--- config.mk ---
export PLATFORM = sky130hd
export DESIGN_NAME = rvFrontEnd
export DESIGN_NICKNAME = d
export VERILOG_FILES = /design/src/verilog/rvDecodePkg.sv /design/src/verilog/branchTagTracker.sv /design/src/verilog/fetchUnit.sv /design/src/verilog/instDecoder.sv /design/src/verilog/instQueue.sv /design/src/verilog/rvFrontEnd.sv
export SDC_FILE = /design/constraint.sdc
export NUM_CORES = 1
export LEC_CHECK = 0
export BUFFER_PORTS_ARGS = -buffer_cell sky130_fd_sc_hd__buf_2
export CAP_MARGIN = 20
export CORE_MARGIN = 2
export CORE_UTILIZATION = 40
export CTS_BUF_LIST = sky130_fd_sc_hd__clkbuf_8
export DETAILED_ROUTE_END_ITERATION = 8
export GPL_TIMING_DRIVEN = 0
export HOLD_SLACK_MARGIN = 0.12
export PLACE_DENSITY = 0.61
export SYNTH_ARGS = -nofsm -noshare
export SYNTH_HDL_FRONTEND = slang
export SYNTH_SLANG_ARGS = --single-unit
--- constraint.sdc ---
create_clock -name clk -period 5.32 [get_ports clk]
set_clock_uncertainty 0.05 [all_clocks]
set_input_delay 0 -clock clk [delete_from_list [all_inputs] [get_ports clk]]
set_output_delay 0 -clock clk [all_outputs]
set_load 0.01 [all_outputs]
--- src/verilog/rvDecodePkg.sv ---
/*
 * shared widths, opcode classes, internal opcodes and function codes
 * instruction format views and the decoded record
 */
`default_nettype none

package rvDecodePkg;

    // datapath and register file
    localparam int unsigned xlen = 32;
    localparam int unsigned regNameW = 5;
    localparam logic [regNameW-1:0] nameFree = '0;

    // instruction queue
    localparam int unsigned queueDepth = 4;
    localparam int unsigned queuePtrW = $clog2(queueDepth);

    // branch reservation slots
    localparam int unsigned branchRsSize = 4;
    localparam int unsigned branchTagW = 2;

    // seven bit major opcode field
    typedef enum logic [6:0] {
        classNop    = 7'b0000000,
        classLui    = 7'b0110111,
        classAuipc  = 7'b0010111,
        classJal    = 7'b1101111,
        classJalr   = 7'b1100111,
        classBranch = 7'b1100011,
        classLoad   = 7'b0000011,
        classStore  = 7'b0100011,
        classRegImm = 7'b0010011,
        classRegReg = 7'b0110011
    } opClassT;

    typedef enum logic [5:0] {
        opNop,
        opLui, opAuipc, opJal, opJalr,
        opBeq, opBne, opBlt, opBge, opBltu, opBgeu,
        opLb, opLh, opLw, opLbu, opLhu,
        opSb, opSh, opSw,
        opAdd, opSub, opSll, opSlt, opSltu, opXor, opSrl, opSra, opOr, opAnd
    } opCodeT;

    // funct3 for branches
    localparam logic [2:0] f3Beq  = 3'b000;
    localparam logic [2:0] f3Bne  = 3'b001;
    localparam logic [2:0] f3Blt  = 3'b100;
    localparam logic [2:0] f3Bge  = 3'b101;
    localparam logic [2:0] f3Bltu = 3'b110;
    localparam logic [2:0] f3Bgeu = 3'b111;

    // funct3 for loads and stores
    localparam logic [2:0] f3Lb  = 3'b000;
    localparam logic [2:0] f3Lh  = 3'b001;
    localparam logic [2:0] f3Lw  = 3'b010;
    localparam logic [2:0] f3Lbu = 3'b100;
    localparam logic [2:0] f3Lhu = 3'b101;
    localparam logic [2:0] f3Sb  = 3'b000;
    localparam logic [2:0] f3Sh  = 3'b001;
    localparam logic [2:0] f3Sw  = 3'b010;

    // funct3 for integer ops, shared by register-immediate and register-register
    localparam logic [2:0] f3AddSub = 3'b000;
    localparam logic [2:0] f3Sll    = 3'b001;
    localparam logic [2:0] f3Slt    = 3'b010;
    localparam logic [2:0] f3Sltu   = 3'b011;
    localparam logic [2:0] f3Xor    = 3'b100;
    localparam logic [2:0] f3SrlSra = 3'b101;
    localparam logic [2:0] f3Or     = 3'b110;
    localparam logic [2:0] f3And    = 3'b111;

    localparam logic [6:0] funct7Base = 7'h00;
    localparam logic [6:0] funct7Alt  = 7'h20;

    // instruction formats, msb first
    typedef struct packed {
        logic [6:0]          funct7;
        logic [regNameW-1:0] rs2;
        logic [regNameW-1:0] rs1;
        logic [2:0]          funct3;
        logic [regNameW-1:0] rd;
        logic [6:0]          opcode;
    } rTypeT;

    typedef struct packed {
        logic [11:0]         imm11_0;
        logic [regNameW-1:0] rs1;
        logic [2:0]          funct3;
        logic [regNameW-1:0] rd;
        logic [6:0]          opcode;
    } iTypeT;

    typedef struct packed {
        logic [6:0]          imm11_5;
        logic [regNameW-1:0] rs2;
        logic [regNameW-1:0] rs1;
        logic [2:0]          funct3;
        logic [4:0]          imm4_0;
        logic [6:0]          opcode;
    } sTypeT;

    typedef struct packed {
        logic                imm12;
        logic [5:0]          imm10_5;
        logic [regNameW-1:0] rs2;
        logic [regNameW-1:0] rs1;
        logic [2:0]          funct3;
        logic [3:0]          imm4_1;
        logic                imm11;
        logic [6:0]          opcode;
    } bTypeT;

    typedef struct packed {
        logic [19:0]         imm31_12;
        logic [regNameW-1:0] rd;
        logic [6:0]          opcode;
    } uTypeT;

    typedef struct packed {
        logic                imm20;
        logic [9:0]          imm10_1;
        logic                imm11;
        logic [7:0]          imm19_12;
        logic [regNameW-1:0] rd;
        logic [6:0]          opcode;
    } jTypeT;

    // one word, read in whichever format the decoder needs
    typedef union packed {
        logic [xlen-1:0] raw;
        rTypeT           r;
        iTypeT           i;
        sTypeT           s;
        bTypeT           b;
        uTypeT           u;
        jTypeT           j;
    } instWordT;

    typedef struct packed {
        logic [xlen-1:0] pc;
        instWordT        inst;
    } fetchEntryT;

    typedef struct packed {
        logic [regNameW-1:0]   regNameO;
        logic [regNameW-1:0]   regNameT;
        logic [regNameW-1:0]   rdName;
        opCodeT                opCode;
        opClassT               opClass;
        logic [xlen-1:0]       instAddr;
        logic [xlen-1:0]       imm;
        logic [xlen-1:0]       uImm;
        logic [xlen-1:0]       jImm;
        logic [xlen-1:0]       sImm;
        logic [xlen-1:0]       bImm;
        logic [branchTagW-1:0] branchTag;
    } decodedInstT;

endpackage

`default_nettype wire

--- src/verilog/branchTagTracker.sv ---
/*
 * branch tag tracker with busy mask, allocation tail and in-flight count
 */
`timescale 1ns/100ps
`default_nettype none

module branchTagTracker
    import rvDecodePkg::*;
(
    input  wire logic                  clk,
    input  wire logic                  rst,
    input  wire logic                  allocate,
    input  wire logic                  bFreeEn,
    input  wire logic [branchTagW-1:0] bFreeNum,
    output logic [branchTagW-1:0]      allocTag,
    output logic [branchRsSize-1:0]    busyMask,
    output logic                       branchFree
);

    logic [branchTagW-1:0] tail;
    logic [branchTagW:0]   count;

    // new branches always take the tail slot
    assign allocTag = tail;
    assign branchFree = (count < (branchTagW + 1)'(branchRsSize));

    always_ff @(posedge clk) begin
        if (rst) begin
            busyMask <= '0;
            tail     <= '0;
            count    <= '0;
        end else begin
            if (bFreeEn) begin
                busyMask[bFreeNum] <= 1'b0;
            end
            // set after clear so a same-slot alloc wins
            if (allocate) begin
                busyMask[tail] <= 1'b1;
                if (tail == branchTagW'(branchRsSize - 1)) begin
                    tail <= '0;
                end else begin
                    tail <= tail + 1'b1;
                end
            end
            case ({allocate, bFreeEn})
                2'b10:   count <= count + 1'b1;
                2'b01:   count <= count - 1'b1;
                default: count <= count;
            endcase
        end
    end

    // decoder must stall branches once every slot is taken
    allocWhenBusy: assert property (
        @(posedge clk) disable iff (rst)
        allocate |-> branchFree
    ) else $error("branch tag allocated with no free slot");

    // branch unit may only release a slot it holds
    freeIdleSlot: assert property (
        @(posedge clk) disable iff (rst)
        bFreeEn |-> busyMask[bFreeNum]
    ) else $error("free of branch slot %0d which is not busy", bFreeNum);

endmodule

`default_nettype wire

--- src/verilog/fetchUnit.sv ---
/*
 * fetch unit with the program counter and queue entry formation
 */
`timescale 1ns/100ps
`default_nettype none

module fetchUnit
    import rvDecodePkg::*;
(
    input  wire logic            clk,
    input  wire logic            rst,
    input  wire logic            fetchValid,
    input  wire logic [xlen-1:0] fetchInst,
    input  wire logic            queueFull,
    output logic                 push,
    output fetchEntryT           pushEntry
);

    logic [xlen-1:0] pc;

    // every strobed word is accepted, the source watches queueFull
    assign push = fetchValid;

    assign pushEntry.pc       = pc;
    assign pushEntry.inst.raw = fetchInst;

    always_ff @(posedge clk) begin
        if (rst) begin
            pc <= '0;
        end else if (push) begin
            pc <= pc + xlen'(4);
        end
    end

    // the queue has no room to take the word, it would be lost
    pushWhileFull: assert property (
        @(posedge clk) disable iff (rst)
        !(push && queueFull)
    ) else $error("fetch strobe while instruction queue is full");

endmodule

`default_nettype wire

--- src/verilog/instDecoder.sv ---
/*
 * instruction decoder with queue pop, branch stall and tag allocation
 * class and opcode decode, immediate forms, registered decoded record
 */
`timescale 1ns/100ps
`default_nettype none

module instDecoder
    import rvDecodePkg::*;
(
    input  wire logic                  clk,
    input  wire logic                  rst,
    input  wire fetchEntryT            head,
    input  wire logic                  empty,
    input  wire logic                  branchFree,
    input  wire logic [branchTagW-1:0] allocTag,
    output logic                       pop,
    output logic                       allocate,
    output logic                       decValid,
    output decodedInstT                decOut
);

    instWordT   word;
    logic [2:0] f3;
    logic [6:0] f7;
    logic       isBranch;
    opCodeT     nextOp;
    opClassT    nextClass;

    // integer op decode, shared by both arithmetic classes
    function automatic opCodeT aluOp(
        input logic [2:0] fn3,
        input logic [6:0] fn7,
        input logic       regReg
    );
        opCodeT res;
        logic   baseOk;
        res = opNop;
        // immediate forms carry immediate bits in funct7 except for shifts
        baseOk = !regReg || (fn7 == funct7Base);
        case (fn3)
            f3AddSub: begin
                if (!regReg || fn7 == funct7Base) begin
                    res = opAdd;
                end else if (fn7 == funct7Alt) begin
                    res = opSub;
                end
            end
            f3Sll: begin
                if (fn7 == funct7Base) begin
                    res = opSll;
                end
            end
            f3Slt:  res = baseOk ? opSlt : opNop;
            f3Sltu: res = baseOk ? opSltu : opNop;
            f3Xor:  res = baseOk ? opXor : opNop;
            f3SrlSra: begin
                if (fn7 == funct7Base) begin
                    res = opSrl;
                end else if (fn7 == funct7Alt) begin
                    res = opSra;
                end
            end
            f3Or:   res = baseOk ? opOr : opNop;
            f3And:  res = baseOk ? opAnd : opNop;
            default: res = opNop;
        endcase
        return res;
    endfunction

    assign word     = head.inst;
    assign f3       = word.r.funct3;
    assign f7       = word.r.funct7;
    assign isBranch = (word.r.opcode == classBranch);

    // a branch waits at the head until a tag is free
    assign pop      = !empty && !(isBranch && !branchFree);
    assign allocate = pop && isBranch;

    always_comb begin
        nextOp = opNop;
        case (word.r.opcode)
            classLui:   nextOp = opLui;
            classAuipc: nextOp = opAuipc;
            classJal:   nextOp = opJal;
            classJalr:  nextOp = opJalr;
            classBranch: begin
                case (f3)
                    f3Beq:   nextOp = opBeq;
                    f3Bne:   nextOp = opBne;
                    f3Blt:   nextOp = opBlt;
                    f3Bge:   nextOp = opBge;
                    f3Bltu:  nextOp = opBltu;
                    f3Bgeu:  nextOp = opBgeu;
                    default: nextOp = opNop;
                endcase
            end
            classLoad: begin
                case (f3)
                    f3Lb:    nextOp = opLb;
                    f3Lh:    nextOp = opLh;
                    f3Lw:    nextOp = opLw;
                    f3Lbu:   nextOp = opLbu;
                    f3Lhu:   nextOp = opLhu;
                    default: nextOp = opNop;
                endcase
            end
            classStore: begin
                case (f3)
                    f3Sb:    nextOp = opSb;
                    f3Sh:    nextOp = opSh;
                    f3Sw:    nextOp = opSw;
                    default: nextOp = opNop;
                endcase
            end
            classRegImm: nextOp = aluOp(f3, f7, 1'b0);
            classRegReg: nextOp = aluOp(f3, f7, 1'b1);
            default:     nextOp = opNop;
        endcase
        // anything not understood leaves as a plain nop
        nextClass = (nextOp == opNop) ? classNop : opClassT'(word.r.opcode);
    end

    always_ff @(posedge clk) begin
        // payload, only meaningful while decValid is high
        if (pop) begin
            decOut.instAddr  <= head.pc;
            decOut.imm       <= {{(xlen - 12){word.i.imm11_0[11]}}, word.i.imm11_0};
            decOut.uImm      <= {word.u.imm31_12, {(xlen - 20){1'b0}}};
            decOut.jImm      <= {{(xlen - 21){word.j.imm20}}, word.j.imm20,
                                 word.j.imm19_12, word.j.imm11, word.j.imm10_1, 1'b0};
            decOut.sImm      <= {{(xlen - 12){word.s.imm11_5[6]}}, word.s.imm11_5,
                                 word.s.imm4_0};
            decOut.bImm      <= {{(xlen - 13){word.b.imm12}}, word.b.imm12, word.b.imm11,
                                 word.b.imm10_5, word.b.imm4_1, 1'b0};
            decOut.branchTag <= allocTag;
        end
        if (rst) begin
            decValid        <= 1'b0;
            decOut.regNameO <= nameFree;
            decOut.regNameT <= nameFree;
            decOut.rdName   <= nameFree;
            decOut.opCode   <= opNop;
            decOut.opClass  <= classNop;
        end else begin
            decValid <= pop;
            if (pop) begin
                // names always taken from the R-type slots
                decOut.regNameO <= word.r.rs1;
                decOut.regNameT <= word.r.rs2;
                decOut.rdName   <= word.r.rd;
                decOut.opCode   <= nextOp;
                decOut.opClass  <= nextClass;
            end else begin
                decOut.opCode  <= opNop;
                decOut.opClass <= classNop;
            end
        end
    end

endmodule

`default_nettype wire

--- src/verilog/instQueue.sv ---
/*
 * four entry circular instruction queue
 * head view with pop, full and empty levels
 */
`timescale 1ns/100ps
`default_nettype none

module instQueue
    import rvDecodePkg::*;
(
    input  wire logic       clk,
    input  wire logic       rst,
    input  wire logic       push,
    input  wire fetchEntryT pushEntry,
    input  wire logic       pop,
    output fetchEntryT      head,
    output logic            empty,
    output logic            full
);

    fetchEntryT mem [queueDepth];

    logic [queuePtrW-1:0] rdPtr;
    logic [queuePtrW-1:0] wrPtr;
    logic [queuePtrW:0]   count;

    // storage only, validity lives in count
    always_ff @(posedge clk) begin
        if (push) begin
            mem[wrPtr] <= pushEntry;
        end
    end

    always_ff @(posedge clk) begin
        if (rst) begin
            rdPtr <= '0;
            wrPtr <= '0;
            count <= '0;
        end else begin
            // depth is a power of two so the pointers wrap on their own
            if (push) begin
                wrPtr <= wrPtr + 1'b1;
            end
            if (pop) begin
                rdPtr <= rdPtr + 1'b1;
            end
            case ({push, pop})
                2'b10:   count <= count + 1'b1;
                2'b01:   count <= count - 1'b1;
                default: count <= count;
            endcase
        end
    end

    assign head  = mem[rdPtr];
    assign empty = (count == '0);
    assign full  = (count == (queuePtrW + 1)'(queueDepth));

    popWhenEmpty: assert property (
        @(posedge clk) disable iff (rst)
        !(pop && empty)
    ) else $error("pop from empty instruction queue");

    pushWhenFull: assert property (
        @(posedge clk) disable iff (rst)
        !(push && full)
    ) else $error("push into full instruction queue");

endmodule

`default_nettype wire

--- src/verilog/rvFrontEnd.sv ---
/*
 * instruction front end top with fetch, queue, decoder and branch tags
 */
`timescale 1ns/100ps
`default_nettype none

module rvFrontEnd
    import rvDecodePkg::*;
(
    input  wire logic                  clk,
    input  wire logic                  rst,
    input  wire logic                  fetchValid,
    input  wire logic [xlen-1:0]       fetchInst,
    input  wire logic                  bFreeEn,
    input  wire logic [branchTagW-1:0] bFreeNum,
    output logic                       queueFull,
    output logic                       decValid,
    output decodedInstT                decOut,
    output logic [branchRsSize-1:0]    busyMask,
    output logic                       branchFree
);

    logic                  push;
    fetchEntryT            pushEntry;
    fetchEntryT            head;
    logic                  empty;
    logic                  pop;
    logic                  allocate;
    logic [branchTagW-1:0] allocTag;

    fetchUnit fetch (
        .clk        (clk),
        .rst        (rst),
        .fetchValid (fetchValid),
        .fetchInst  (fetchInst),
        .queueFull  (queueFull),
        .push       (push),
        .pushEntry  (pushEntry)
    );

    instQueue queue (
        .clk       (clk),
        .rst       (rst),
        .push      (push),
        .pushEntry (pushEntry),
        .pop       (pop),
        .head      (head),
        .empty     (empty),
        .full      (queueFull)
    );

    instDecoder decoder (
        .clk        (clk),
        .rst        (rst),
        .head       (head),
        .empty      (empty),
        .branchFree (branchFree),
        .allocTag   (allocTag),
        .pop        (pop),
        .allocate   (allocate),
        .decValid   (decValid),
        .decOut     (decOut)
    );

    branchTagTracker tags (
        .clk        (clk),
        .rst        (rst),
        .allocate   (allocate),
        .bFreeEn    (bFreeEn),
        .bFreeNum   (bFreeNum),
        .allocTag   (allocTag),
        .busyMask   (busyMask),
        .branchFree (branchFree)
    );

endmodule

`default_nettype wire
==> reports/metrics.yaml <==
cts_tree: "built"
maxSlewHeadroom_pct: 37.18
clock-sinks: 381
port_buffers: 248
yosysSeqAreaShare_pct: 69.73
power.internal_mw: 6.809
p_clk_share_pct: 24.7
die_area_sq_um: 39870
drt-total-wl_mm: 33.39
syn_inst: 966
synth_flop_cell: "edfxtp_1"
cp.arrival_ns: 5.00
fmax_ghz: 0.2206
finalHoldViolCount: 0
seq_power_share_pct: 40.2
grt_pass1_vias: 8650
synth_common_cells: "305 x edfxtp_1, 138 x buf_4, 76 x dfxtp_1, 62 x nor2_1, 60 x mux4_2"
clk_pin_slew_ns: 0.06
drv_slew: 0
cts_max_level: 2
reg2reg_setup_slack_ns: 0.79
grt_first_pass_wirelength_mm: 49.59
power.switching_mw: 3.116
dp_cells: 1749
path_depth: 16
die_h_um: 199.7
drive_gt1_share_pct: 39.73
synth-seq-cells: 381
worstPathMaxFanout: 22
setup_violations: 0
outcome: "finished clean"
grt_start_max_net_pins: 53
grt_use_total_pct: 16.49
antenna_found_initial: 3
period_minus_slack_ns: 4.533
crit_end: "queue.count[2]"
cp-start-kind: "flop"
synth_most_common_cell: "edfxtp_1"
critical-path-top-delay-family: "buffers and inverters"
num_rows: 71
grt_overflow: 0
viasPerCell: 4.669
p_leak_nw: 7.320
ys_warn_count: 0
drc: 0
power.density_nw_per_um2: 512.6
gp_congestion: 0.8691
rr_endpoint: "queue.count[2]"
ios: 267
finalNonFillerCells: 1930
cp_slowest_stage_delay_ns: 0.51
synth_edf_count: 305
clock_path_buffers: 3
synth_top_area_share_pct: 59.79
ir_drop_mv: 0.2779
ant_nets: 0
use_met2_pct: 28.11
power.total_mw: 9.925
vias: 9012
worstMarginPinSlew_ns: 0.9423
crit_buf_inv: 7
rsz0062_at_grt: "false"
netlist_area_sq_um: 15320
crit_path_frequent_cell: "buf_2"
crit_type: "reg -> reg"
synth_area_leaders: "edfxtp_1 60%, dfxtp_1 9.9%, mux4_2 8.8%, buf_4 6.8%, nor2_1 1.5%"
ys_async_sr_fraction_pct: 0
holdWs_ns: 0.1733
maxCapViolations: 0
cp_data_required_time_ns: 5.78
drtIter0Drc: 379
final_nets: 1417
cts_buffers: 60
hp-class: "in -> reg"
dr.pass1.iters: 5
endpoint_kind: "flop"
r2r_cells: 16
root_buffer: "clkbuf_8"
clk_latency_ns: 0.60
sw_frac_of_total_pct: 31.39
n_fill_cell: 3238
area_delta_synth_final_pct: 26.41
wl_per_cell_um: 17.30
crit_chain: "buf_2 > buf_2 > mux4_2 > and3b_1 > nor4b_2 > a21o_1 > inv_2 > buf_2 > buf_2 > buf_12 > ha_1 > inv_1 > fa_1 > xor2_1 > or3_1 > a21oi_1"
core_sq_um: 37670
yosysUniqueCellTypes: 62
top_usage_layer: "met2"
die_w_um: 199.7
crit_slowest_cell: "buf_2"
finalCritPeriodShare_pct: 85.20
grt_use_met1_pct: 21.35
synth.largest_area_cell: "edfxtp_1"
met3_usage_pct: 3.494
syn_area_per_cell_sq_um: 15.86
cts_post_setup_buffers_inserted: 0
power_frac_comb_pct: 35.2
hpwl_mm: 21.54
initial_utilization_pct: 40.67
[cell type report]
| cell class | instances | area [sq um] | share of cell area [%] |
|---|---|---|---|
| flip-flops and latches | 381 | 10680 | 55.16 |
| multi-input cells | 407 | 3435 | 17.74 |
| repair buffers | 322 | 2107 | 10.88 |
| plain buffers | 171 | 1187 | 6.132 |
| clock buffers | 70 | 963.4 | 4.976 |
| well taps | 511 | 639.4 | 3.302 |
| clock inverters | 43 | 259.0 | 1.338 |
| inverters | 23 | 86.33 | 0.4459 |
| diodes | 2 | 5.005 | 0.02585 |
[what timing repair did]
item / CTS / global route
endpoints found under the hold margin: 156 / 0
hold buffers: 66 / 0
gates resized for setup: 0 / 0
[stage by stage]
| stage | setup TNS (ns) | cell area [sq um] | util, % | setup WS [ns] |
|---|---|---|---|---|
| 6_report | 0 | 19360 | 51.41 | 0.7872 |
| 5_1_grt | 0 | 19360 | 51.40 | 0.4560 |
| 4_1_cts | 0 | 19360 | 51.39 | 0.6671 |
| 3_5_place_dp | 0 | 17470 | 46.39 | 0.6963 |
| 3_3_place_gp | -64.60 | 17260 | 45.82 | -2.096 |
| 2_1_floorplan | 0 | 15380 | - | 0.06790 |
[state kept, by name, indices dropped and copies added (netlist names), named ones only]
| signal | count |
|---|---|
| tags.count | 3 |
| fetch.pc | 30 |
| tags.allocTag | 2 |
| queue.wrPtr | 2 |
| decoder.decValid | 1 |
| queue.rdPtr | 2 |
| decoder.decOut | 84 |
| queue.count | 3 |
| queue.mem | 248 |
| tags.busyMask | 4 |
[worst register-to-register path, stage by stage, from the launching register on]
cell and delay (ns):
dfxtp_1 0.30, buf_2 0.24, buf_2 0.33, mux4_2 0.38, and3b_1 0.26, nor4b_2 0.21
a21o_1 0.32, inv_2 0.10, buf_2 0.24, buf_2 0.51, buf_12 0.28, ha_1 0.22
inv_1 0.06, fa_1 0.37, xor2_1 0.16, or3_1 0.30, a21oi_1 0.14
[kinds of logic (layout without fill, tap and decap cells)]
kind of cell,Yosys count,count (layout),share of synthesized area (%)
multiplexers,68,68,9.459
other,1,19,0.02448
AND/OR/NAND/NOR,201,201,6.478
flip-flops,381,381,69.73
buffers and inverters,194,629,8.307
XOR/XNOR,33,33,1.887
adder cells (fa/ha/maj),13,13,1.160
AO/OA/AOI/OAI,75,75,2.957
[how the worst min path moves through the flow]
stage | startpoint | depth (start not counted) | end | slack (ns)
after floorplan | fetchInst[0] | 0 | queue.mem[0][0] | 0.05
after global placement | fetchInst[24] | 1 | queue.mem[2][24] | 0.16
after detailed placement | fetchInst[8] | 1 | queue.mem[2][8] | 0.17
after CTS | fetchInst[24] | 2 | queue.mem[1][24] | 0.12
after global routing | fetchInst[24] | 2 | queue.mem[1][24] | 0.14
final | fetchInst[6] | 2 | queue.mem[0][6] | 0.17
[layer usage]
metal | vias to the layer above | share of wire (%) | wire length [um]
met5 | - | 0.039 | 13
met4 | 2 | 1.9 | 645
met3 | 55 | 6.2 | 2076
met2 | 281 | 49 | 16450
met1 | 4425 | 43 | 14200
li1 | 4249 | - | -
[cells in the final DEF, fill, tap and decap left out, types with 38 or more instances in the layout]
cell type        n
mux4_2          60
clkbuf_8        70
a21oi_1         38
dfxtp_1         76
dlygate4sd3_1   66
nor2_1          62
inv_1           48
buf_4          138
buf_2          258
nand2_1         57
edfxtp_1       305
[power groups by stage]
stage / Combinational, mW / Sequential, mW / Clock, mW
final: 3.49 / 3.99 / 2.45
after global routing: 3.83 / 4.03 / 2.65
after CTS: 3.56 / 4.00 / 2.53
after detailed placement: 3.51 / 4.05 / 0
after global placement: 3.41 / 4.15 / 0
after floorplan: 2.03 / 4.20 / 0
(Power assumes the default switching activity.)
